**src/cpu_pkg.sv**
```systemverilog
//--------------------------------------------------------------------------
// Shared constants and the opcode type for the reduced 6809-style core
// Only inherent A/B ops, LDA/LDB immediate and six short branches decode
// E, F and I of CC keep their reset value for good
//--------------------------------------------------------------------------
`default_nettype none

package cpu_pkg;

  // Bus widths
  localparam int ADDR_W = 16;
  localparam int DATA_W = 8;

  // Big-endian reset vector, high byte at the lower address
  localparam logic [ADDR_W-1:0] RESET_VECTOR_ADDR = 16'hFFFE;

  // CC after reset: E, F and I set
  localparam logic [7:0] CC_RESET = 8'hD0;

  // CC bit positions
  localparam int CC_C = 0;
  localparam int CC_V = 1;
  localparam int CC_Z = 2;
  localparam int CC_N = 3;
  localparam int CC_H = 5;

  // Opcode high nibble, addressing mode
  localparam logic [3:0] MODE_BRANCH = 4'h2;
  localparam logic [3:0] MODE_INH_A  = 4'h4;
  localparam logic [3:0] MODE_INH_B  = 4'h5;
  localparam logic [3:0] MODE_IMM_A  = 4'h8;
  localparam logic [3:0] MODE_IMM_B  = 4'hC;

  // Opcode low nibble, ALU operation
  // OP_LD aliases OP_ROR; the mode nibble tells them apart
  localparam logic [3:0] OP_COM = 4'h3;
  localparam logic [3:0] OP_LSR = 4'h4;
  localparam logic [3:0] OP_ROR = 4'h6;
  localparam logic [3:0] OP_ASR = 4'h7;
  localparam logic [3:0] OP_ASL = 4'h8;
  localparam logic [3:0] OP_ROL = 4'h9;
  localparam logic [3:0] OP_INC = 4'hC;
  localparam logic [3:0] OP_CLR = 4'hF;
  localparam logic [3:0] OP_LD  = 4'h6;

  // Short branch low nibbles
  localparam logic [3:0] BR_BRA = 4'h0;
  localparam logic [3:0] BR_BRN = 4'h1;
  localparam logic [3:0] BR_BCC = 4'h4;
  localparam logic [3:0] BR_BCS = 4'h5;
  localparam logic [3:0] BR_BNE = 4'h6;
  localparam logic [3:0] BR_BEQ = 4'h7;

  // One-hot fetch states
  localparam logic [2:0] ST_WAIT    = 3'b001;
  localparam logic [2:0] ST_IR      = 3'b010;
  localparam logic [2:0] ST_OPERAND = 3'b100;

  // Opcode split into mode and operation nibbles
  typedef struct packed {
    logic [3:0] mode;
    logic [3:0] op;
  } opcode_fields_t;

  // Whole byte from the bus, nibbles for decode
  typedef union packed {
    logic [DATA_W-1:0] raw;
    opcode_fields_t    f;
  } opcode_u;

endpackage

`default_nettype wire
```
**src/core6809.sv**
```systemverilog
//--------------------------------------------------------------------------
// Reduced 6809-style core, read-only bus
// Memory must return data_in for addr within the same cycle
// A, B and CC come out as status ports since there is no write path
//--------------------------------------------------------------------------
`timescale 1ns/10ps
`default_nettype none

module core6809 (
  input  wire                       clk,
  input  wire                       reset_b,
  output wire [cpu_pkg::ADDR_W-1:0] addr,
  input  wire [cpu_pkg::DATA_W-1:0] data_in,
  output wire [7:0]                 a_reg,
  output wire [7:0]                 b_reg,
  output wire [7:0]                 cc_reg
);
  import cpu_pkg::*;

  // Vector loader to sequencer
  wire              busy;
  wire [ADDR_W-1:0] vector_addr;
  wire              vector_valid;
  wire [ADDR_W-1:0] vector;

  // Sequencer to datapath
  opcode_u          opcode;
  wire [DATA_W-1:0] operand;
  wire              exec_inh;
  wire              exec_imm;

  // ALU hookup
  wire [DATA_W-1:0] alu_src;
  wire [DATA_W-1:0] alu_result;
  wire [7:0]        cc_next;

  //------------------------------------------------------------------------
  // Bus side
  //------------------------------------------------------------------------
  vector_loader u_vector_loader (
    .clk          (clk),
    .reset_b      (reset_b),
    .data_in      (data_in),
    .busy         (busy),
    .vector_addr  (vector_addr),
    .vector_valid (vector_valid),
    .vector       (vector)
  );

  // CC feeds back for the branch test
  fetch_sequencer u_fetch_sequencer (
    .clk          (clk),
    .reset_b      (reset_b),
    .data_in      (data_in),
    .busy         (busy),
    .vector_addr  (vector_addr),
    .vector_valid (vector_valid),
    .vector       (vector),
    .cc           (cc_reg),
    .addr         (addr),
    .opcode       (opcode),
    .operand      (operand),
    .exec_inh     (exec_inh),
    .exec_imm     (exec_imm)
  );

  //------------------------------------------------------------------------
  // Datapath
  //------------------------------------------------------------------------
  alu8 u_alu8 (
    .opcode  (opcode),
    .src     (alu_src),
    .cc      (cc_reg),
    .result  (alu_result),
    .cc_next (cc_next)
  );

  accum_regs u_accum_regs (
    .clk      (clk),
    .reset_b  (reset_b),
    .opcode   (opcode),
    .operand  (operand),
    .exec_inh (exec_inh),
    .exec_imm (exec_imm),
    .result   (alu_result),
    .cc_next  (cc_next),
    .alu_src  (alu_src),
    .a        (a_reg),
    .b        (b_reg),
    .cc       (cc_reg)
  );

endmodule

`default_nettype wire

```
**src/accum_regs.sv**
```systemverilog
//--------------------------------------------------------------------------
// A, B and CC registers with ALU source select
// Written only on an execute strobe, so branches and no-ops hold state
//--------------------------------------------------------------------------
`timescale 1ns/10ps
`default_nettype none

module accum_regs (
  input  wire                        clk,
  input  wire                        reset_b,
  input  cpu_pkg::opcode_u           opcode,
  input  wire  [cpu_pkg::DATA_W-1:0] operand,
  input  wire                        exec_inh,
  input  wire                        exec_imm,
  input  wire  [cpu_pkg::DATA_W-1:0] result,
  input  wire  [7:0]                 cc_next,
  output logic [cpu_pkg::DATA_W-1:0] alu_src,
  output logic [cpu_pkg::DATA_W-1:0] a,
  output logic [cpu_pkg::DATA_W-1:0] b,
  output logic [7:0]                 cc
);
  import cpu_pkg::*;

  logic src_imm;
  logic dest_b;
  logic write_en;

  // Immediate modes feed the operand, inherent feed the accumulator
  assign src_imm  = opcode.f.mode == MODE_IMM_A || opcode.f.mode == MODE_IMM_B;
  // B side for modes 5 and C, A otherwise
  assign dest_b   = opcode.f.mode == MODE_INH_B || opcode.f.mode == MODE_IMM_B;
  assign write_en = exec_inh | exec_imm;

  always_comb begin
    if (src_imm) begin
      alu_src = operand;
    end else if (dest_b) begin
      alu_src = b;
    end else begin
      alu_src = a;
    end
  end

  // Result lands at the edge ending the strobed cycle
  always_ff @(posedge clk or negedge reset_b) begin
    if (!reset_b) begin
      a  <= '0;
      b  <= '0;
      cc <= CC_RESET;
    end else if (write_en) begin
      if (dest_b) begin
        b <= result;
      end else begin
        a <= result;
      end
      cc <= cc_next;
    end
  end

endmodule

`default_nettype wire

```
**src/alu8.sv**
```systemverilog
//--------------------------------------------------------------------------
// 8-bit ALU, shifts, rotates, COM, INC, CLR and load pass-through
// No add, subtract or half carry; H, E, F and I pass through
// Unknown ops return src and cc untouched
//--------------------------------------------------------------------------
`timescale 1ns/10ps
`default_nettype none

module alu8 (
  input  cpu_pkg::opcode_u           opcode,
  input  wire  [cpu_pkg::DATA_W-1:0] src,
  input  wire  [7:0]                 cc,
  output logic [cpu_pkg::DATA_W-1:0] result,
  output logic [7:0]                 cc_next
);
  import cpu_pkg::*;

  logic is_ld;
  logic known;
  logic flag_v;
  logic flag_c;

  // Modes 8 and C are loads whatever the op nibble
  assign is_ld = opcode.f.mode == MODE_IMM_A || opcode.f.mode == MODE_IMM_B;

  //------------------------------------------------------------------------
  // Result, V and C
  //------------------------------------------------------------------------
  always_comb begin
    result = src;
    flag_v = cc[CC_V];
    flag_c = cc[CC_C];
    known  = 1'b1;
    if (is_ld) begin
      // Load clears V, keeps C
      flag_v = 1'b0;
    end else begin
      case (opcode.f.op)
        OP_CLR: begin
          result = '0;
          flag_v = 1'b0;
          flag_c = 1'b0;
        end
        OP_INC: begin
          result = src + 1'b1;
          // Signed overflow only from 7F
          flag_v = src == 8'h7F;
        end
        OP_COM: begin
          result = ~src;
          flag_v = 1'b0;
          flag_c = 1'b1;
        end
        OP_ASL: begin
          result = {src[6:0], 1'b0};
          flag_c = src[7];
          flag_v = src[7] ^ src[6];
        end
        OP_ROL: begin
          result = {src[6:0], cc[CC_C]};
          flag_c = src[7];
          flag_v = src[7] ^ src[6];
        end
        // Right shifts leave V alone
        OP_LSR: begin
          result = {1'b0, src[7:1]};
          flag_c = src[0];
        end
        OP_ASR: begin
          result = {src[7], src[7:1]};
          flag_c = src[0];
        end
        OP_ROR: begin
          result = {cc[CC_C], src[7:1]};
          flag_c = src[0];
        end
        default: known = 1'b0;
      endcase
    end
  end

  //------------------------------------------------------------------------
  // Flags
  //------------------------------------------------------------------------
  // N from bit 7 covers LSR too, its top bit is always 0
  always_comb begin
    cc_next = cc;
    if (known) begin
      cc_next[CC_N] = result[7];
      cc_next[CC_Z] = result == '0;
      cc_next[CC_V] = flag_v;
      cc_next[CC_C] = flag_c;
    end
  end

endmodule

`default_nettype wire

```
**src/fetch_sequencer.sv**
```systemverilog
//--------------------------------------------------------------------------
// Fetch FSM, PC and address mux for the reduced core
// Unknown opcodes run as one-byte no-ops
// A taken branch spends one extra cycle fetching at the target
//--------------------------------------------------------------------------
`timescale 1ns/10ps
`default_nettype none

module fetch_sequencer (
  input  wire                        clk,
  input  wire                        reset_b,
  input  wire  [cpu_pkg::DATA_W-1:0] data_in,
  input  wire                        busy,
  input  wire  [cpu_pkg::ADDR_W-1:0] vector_addr,
  input  wire                        vector_valid,
  input  wire  [cpu_pkg::ADDR_W-1:0] vector,
  input  wire  [7:0]                 cc,
  output logic [cpu_pkg::ADDR_W-1:0] addr,
  output cpu_pkg::opcode_u           opcode,
  output logic [cpu_pkg::DATA_W-1:0] operand,
  output logic                       exec_inh,
  output logic                       exec_imm
);
  import cpu_pkg::*;

  logic [2:0]        state;
  logic [2:0]        state_next;
  logic [ADDR_W-1:0] pc;
  logic [ADDR_W-1:0] pc_next;
  logic [ADDR_W-1:0] pc_inc;
  logic [ADDR_W-1:0] pc_branch;
  logic              in_ir;
  logic              in_operand;
  logic              is_inh;
  logic              is_imm;
  logic              is_branch;
  logic              take_branch;
  logic              needs_operand;
  logic              branch_go;

  //------------------------------------------------------------------------
  // Decode
  //------------------------------------------------------------------------
  // Inherent A/B, kept ops only
  always_comb begin
    is_inh = 1'b0;
    if (opcode.f.mode == MODE_INH_A || opcode.f.mode == MODE_INH_B) begin
      case (opcode.f.op)
        OP_COM, OP_LSR, OP_ROR, OP_ASR: is_inh = 1'b1;
        OP_ASL, OP_ROL, OP_INC, OP_CLR: is_inh = 1'b1;
        default:                        is_inh = 1'b0;
      endcase
    end
  end

  assign is_imm = (opcode.f.mode == MODE_IMM_A || opcode.f.mode == MODE_IMM_B)
                  && opcode.f.op == OP_LD;

  // Branch condition from current C and Z
  always_comb begin
    is_branch   = 1'b0;
    take_branch = 1'b0;
    if (opcode.f.mode == MODE_BRANCH) begin
      is_branch = 1'b1;
      case (opcode.f.op)
        BR_BRA:  take_branch = 1'b1;
        BR_BRN:  take_branch = 1'b0;
        BR_BCC:  take_branch = !cc[CC_C];
        BR_BCS:  take_branch = cc[CC_C];
        BR_BNE:  take_branch = !cc[CC_Z];
        BR_BEQ:  take_branch = cc[CC_Z];
        default: is_branch = 1'b0;
      endcase
    end
  end

  assign needs_operand = is_imm | is_branch;
  assign in_ir         = state == ST_IR;
  assign in_operand    = state == ST_OPERAND;
  assign branch_go     = in_operand & is_branch & take_branch;

  //------------------------------------------------------------------------
  // Next state and PC
  //------------------------------------------------------------------------
  assign pc_inc    = pc + 1'b1;
  // PC already points past the offset byte here
  assign pc_branch = pc + {{(ADDR_W-DATA_W){operand[DATA_W-1]}}, operand};

  always_comb begin
    state_next = state;
    pc_next    = pc;
    case (state)
      ST_WAIT: begin
        if (vector_valid) begin
          pc_next = vector;
        end else if (!busy) begin
          pc_next    = pc_inc;
          state_next = ST_IR;
        end
      end
      ST_IR: begin
        // Either the operand or the next opcode is read here
        pc_next = pc_inc;
        if (needs_operand) begin
          state_next = ST_OPERAND;
        end
      end
      ST_OPERAND: begin
        if (branch_go) begin
          pc_next    = pc_branch;
          state_next = ST_WAIT;
        end else begin
          pc_next    = pc_inc;
          state_next = ST_IR;
        end
      end
      default: state_next = ST_WAIT;
    endcase
  end

  always_ff @(posedge clk or negedge reset_b) begin
    if (!reset_b) begin
      state <= ST_WAIT;
      pc    <= '0;
    end else begin
      state <= state_next;
      pc    <= pc_next;
    end
  end

  // Every entry into ST_IR brings in a fresh opcode
  always_ff @(posedge clk) begin
    if (state_next == ST_IR) begin
      opcode.raw <= data_in;
    end
    if (in_ir && needs_operand) begin
      operand <= data_in;
    end
  end

  //------------------------------------------------------------------------
  // Outputs
  //------------------------------------------------------------------------
  assign addr     = busy ? vector_addr : pc;
  assign exec_inh = in_ir & is_inh;
  assign exec_imm = in_operand & is_imm;

endmodule

`default_nettype wire

```
**src/vector_loader.sv**
```systemverilog
//--------------------------------------------------------------------------
// Reset vector fetch, two reads at FFFE and FFFF then idle until reset
// Owns the address bus while busy is high
//--------------------------------------------------------------------------
`timescale 1ns/10ps
`default_nettype none

module vector_loader (
  input  wire                        clk,
  input  wire                        reset_b,
  input  wire  [cpu_pkg::DATA_W-1:0] data_in,
  output logic                       busy,
  output logic [cpu_pkg::ADDR_W-1:0] vector_addr,
  output logic                       vector_valid,
  output logic [cpu_pkg::ADDR_W-1:0] vector
);
  import cpu_pkg::*;

  // One flag per byte read, high byte first
  logic              rd_hi;
  logic              rd_lo;
  logic [DATA_W-1:0] hi_byte;

  // Sequence hi -> lo -> idle, address steps once
  always_ff @(posedge clk or negedge reset_b) begin
    if (!reset_b) begin
      rd_hi       <= 1'b1;
      rd_lo       <= 1'b0;
      vector_addr <= RESET_VECTOR_ADDR;
    end else begin
      rd_hi <= 1'b0;
      rd_lo <= rd_hi;
      if (rd_hi) begin
        vector_addr <= vector_addr + 1'b1;
      end
    end
  end

  // High byte held for the low read
  always_ff @(posedge clk) begin
    if (rd_hi) begin
      hi_byte <= data_in;
    end
  end

  assign busy         = rd_hi | rd_lo;
  // Low byte comes straight off the bus
  assign vector_valid = rd_lo;
  assign vector       = {hi_byte, data_in};

endmodule

`default_nettype wire

```
**config.mk**
```make
export PLATFORM = sky130hd
export DESIGN_NAME = core6809
export DESIGN_NICKNAME = d
export VERILOG_FILES = /design/src/cpu_pkg.sv /design/src/core6809.sv /design/src/accum_regs.sv /design/src/alu8.sv /design/src/fetch_sequencer.sv /design/src/vector_loader.sv
export SDC_FILE = /design/constraint.sdc
export NUM_CORES = 1
export LEC_CHECK = 0
export ABC_AREA = 1
export BUFFER_PORTS_ARGS = -buffer_cell sky130_fd_sc_hd__buf_4
export CORE_ASPECT_RATIO = 1.2
export CORE_UTILIZATION = 50
export DETAILED_ROUTE_END_ITERATION = 10
export GPL_TIMING_DRIVEN = 1
export PLACE_DENSITY = 0.69
export SETUP_SLACK_MARGIN = 0.2
export SLEW_MARGIN = 20
export SYNTH_ARGS = -nofsm -noshare
export SYNTH_HDL_FRONTEND = slang
export SYNTH_SLANG_ARGS = --single-unit
export TNS_END_PERCENT = 5
```
**constraint.sdc**
```tcl
create_clock -name clk -period 2.4 [get_ports clk]
set_input_delay 0.12 -clock clk [delete_from_list [all_inputs] [get_ports clk]]
set_output_delay 0.12 -clock clk [all_outputs]
set_load 0.01 [all_outputs]
```
==> impl_metrics.env <==
export IMPL_status="complete, no violations"
export IMPL_start_kind="flop"
export IMPL_synthToLayoutAreaGrowth_pct=20.8
export IMPL_finalSetupViolCount=0
export IMPL_synth_ff_type="dfrtp_1"
export IMPL_detail_route_antenna_nets=0
export IMPL_ys_ff_latch=82
export IMPL_placement_io_buffers=45
export IMPL_fin_crit_ps=2250
export IMPL_syn_avg_cell_area_um2=7.50
export IMPL_first_pass_iters=5
export IMPL_drcViolationCount=0
export IMPL_grt_max_degree=58
export IMPL_max_slew_margin_pct=49.6
export IMPL_wl_um=17200
export IMPL_grt_pass1_wl_um=27500
export IMPL_h_tree_depth=3
export IMPL_drv_slew=0
export IMPL_n_antenna_cell=0
export IMPL_clockRootBuffer="clkbuf_16"
export IMPL_n_fill_cell=1002
export IMPL_via_count=5576
export IMPL_dieHeight_um=120
export IMPL_clock_sinks=82
export IMPL_die_width_um=100
export IMPL_antenna_found_initial=0
export IMPL_worstPathRequired_ps=2600
export IMPL_hold_viol=0
export IMPL_final_cell_mix="nand2_1, buf_4, inv_1"
export IMPL_synth_distinct_cells=53
export IMPL_fin_crit_sh_pct=93.7
export IMPL_worst_slew_pin_slew_ps=756
export IMPL_dpl_hpwl_um=13300
export IMPL_rsz0062_at_grt="true"
export IMPL_row_count=42
export IMPL_place_gp_congestion=0.966
export IMPL_powerDensity_mw_per_mm2=1220
export IMPL_synth_edf_count=24
export IMPL_async_flop_share_pct=69.5
export IMPL_insertion_delay_ps=340
export IMPL_clkTransAtPathRegs_ps=60
export IMPL_wl_per_cell_um=16.9
export IMPL_min_from="data_in[6]"
export IMPL_timing_setup_tns_ps=0
export IMPL_finClkSkew_ps=14.0
export IMPL_worst_setup_path_type="flop to flop"
export IMPL_grt_total_usage_pct=29.9
export IMPL_cp_startpoint="u_fetch_sequencer.operand[0]"
export IMPL_crit_arrival_ps=2450
export IMPL_pin_count=50
export IMPL_cap_violations=0
export IMPL_coreArea_mm2=0.0111
export IMPL_ir_drop_mv=0.457
export IMPL_initial_core_util_pct=51.9
export IMPL_finish_net_count=890
export IMPL_cts_tree="yes"
export IMPL_synthCells=772
export IMPL_critPathCaptureType="flop"
export IMPL_largestRegisters="u_fetch_sequencer.pc (16), u_vector_loader.vector_addr (16)"
export IMPL_ys_warn_count=0
export IMPL_cp_max_fo=3
export IMPL_finalHoldWorstSlack_ps=20.4
export IMPL_max_freq_mhz=445
export IMPL_grt_pass1_vias=5573
export IMPL_worstReg2RegStart="u_fetch_sequencer.operand[0]"
export IMPL_drive_gt1_share_pct=23.1
export IMPL_leakage_uw=0.00328
export IMPL_hp_class="primary input to flop"
export IMPL_drt_iter0_drc=297
export IMPL_gr_total_overflow=0
export IMPL_yosysSeqAreaShare_pct=37.8
export IMPL_max_clock_path_buffers=2
export IMPL_cts_buffers=9
export IMPL_die_area_mm2=0.0120
export IMPL_viasPerCell=5.47
export IMPL_layout_commonest_cell="nand2_1"
export IMPL_syn_area_mm2=0.00579
==> path summary, 6_finish.rpt <==
kind | end | slack, ps | cells past startpoint
worst max-delay path | u_fetch_sequencer.pc[14] | 150 | 13
worst min-delay path | u_fetch_sequencer.opcode[6] | 20 | 1
worst max register to register | u_fetch_sequencer.pc[14] | 150 | 13
worst min register to register | u_vector_loader.vector_addr[3] | 510 | 2
max in group asynchronous | u_fetch_sequencer.pc[0] | 1460 | 2
min in group asynchronous | u_accum_regs.a[3] | 380 | 2
==> per-layer routing <==
metal  up-vias  wire (µm)  track usage (%)
met3        52        643             3.20
met5         -          0                0
met2       178       9060             54.9
met1      2602       6680             33.7
li1       2744          -                -
met4         0        797             15.4
==> where the power goes <==
part / internal (µW) / leakage (µW) / switching (µW)
clock: 833 / 0.000154 / 577
sequential: 1890 / 0.000914 / 429
combinational: 1820 / 0.00221 / 2960
==> worst max-delay path, cell delays in order (launching register included) <==
cell and delay (ps):
edfxtp_1 420, ha_2 220, fa_1 370, nand2_1 110, a21oi_2 80, nand2_1 60
nand2_1 100, buf_4 170, nand3_1 70, o2111ai_1 130, a21oi_1 150, o21ai_1 90
nand2_1 80, a22oi_1 60
==> layout make-up <==
cell class	instances	area (µm²)	share of cell area (%)
Clock buffer	12	279	3.99
Clock inverter	4	28.8	0.412
Inverter	90	348	4.98
Multi-Input combinational cell	583	3220	46.1
Sequential cell	82	2190	31.3
Tap cell	154	193	2.76
Timing Repair Buffer	94	729	10.4
==> logic make-up (layout without fill, tap and decap cells) <==
kind of cell | after synthesis | in the layout | share of synthesized area, %
DFF | 82 | 82 | 37.8
xor gates and xnor gates | 30 | 30 | 4.54
and+or+nand+nor | 380 | 380 | 30.5
adders and majority gates | 20 | 20 | 4.45
other | 2 | 5 | 0.130
buffers and inverters | 110 | 200 | 7.96
AOI/OAI and AO/OA | 148 | 148 | 14.6
==> cells in the mapped netlist (2+ instances only) <==
library cell  number  share of area, %
dfstp_2           17               7.7
o2111ai_1          2              0.30
nand3_1           46               4.0
o211ai_1           3              0.39
inv_2              9              0.58
nor3_1             4              0.35
nand2_4            4              0.78
nand3b_1           2              0.26
o22ai_1            5              0.54
a21o_1             3              0.39
nand3_2            5              0.86
nand4_1           16               1.7
xnor2_1            7               1.1
conb_1             2              0.13
a21oi_1           42               3.6
dfrtp_1           40                17
nand2_1          188                12
nor3_4             2              0.56
buf_4              5              0.65
inv_1             80               5.2
a31oi_1            7              0.76
nor4_1             3              0.32
o21ai_2            3              0.45
o21ai_1           11              0.95
o221ai_1           2              0.30
edfxtp_1          24                12
or2_2              5              0.54
xor2_1            23               3.5
clkbuf_1           8              0.52
nor2_4             3              0.58
buf_2              6              0.52
nor2_1            77               5.0
a211oi_1           2              0.26
nand2_2           13               1.4
a32oi_1            3              0.45
nor2_2             5              0.54
nor3_2             4              0.69
o21ai_0           57               4.9
ha_1              19               4.1
a22o_1             2              0.30
==> through the flow <==
stage | utilization, % | setup slack, ps | power [µW] | instances | instance area [µm²]
floorplan | - | 280 | 5240 | 775 | 5800
global placement | 58.4 | 92.9 | 6800 | 992 | 6510
detailed placement | 58.4 | 55.7 | 6850 | 992 | 6510
CTS | 61.9 | 169 | 8370 | 1016 | 6890
global route | 62.7 | 10.3 | 9130 | 1019 | 6990
finish | 62.7 | 151 | 8510 | 1019 | 6990
==> what timing repair did <==
| item | CTS | global route |
|---|---|---|
| hold buffers | 2 | 1 |
| setup buffers | 6 | 2 |
| hold endpoints to repair | 42 | 1 |
| pin swaps | 4 | 5 |
| gates cloned | 0 | 0 |
| resized for setup | 6 | 20 |
| setup endpoints to repair | 9 | 45 |
No activity file was read; power rests on OpenSTA's default activity.
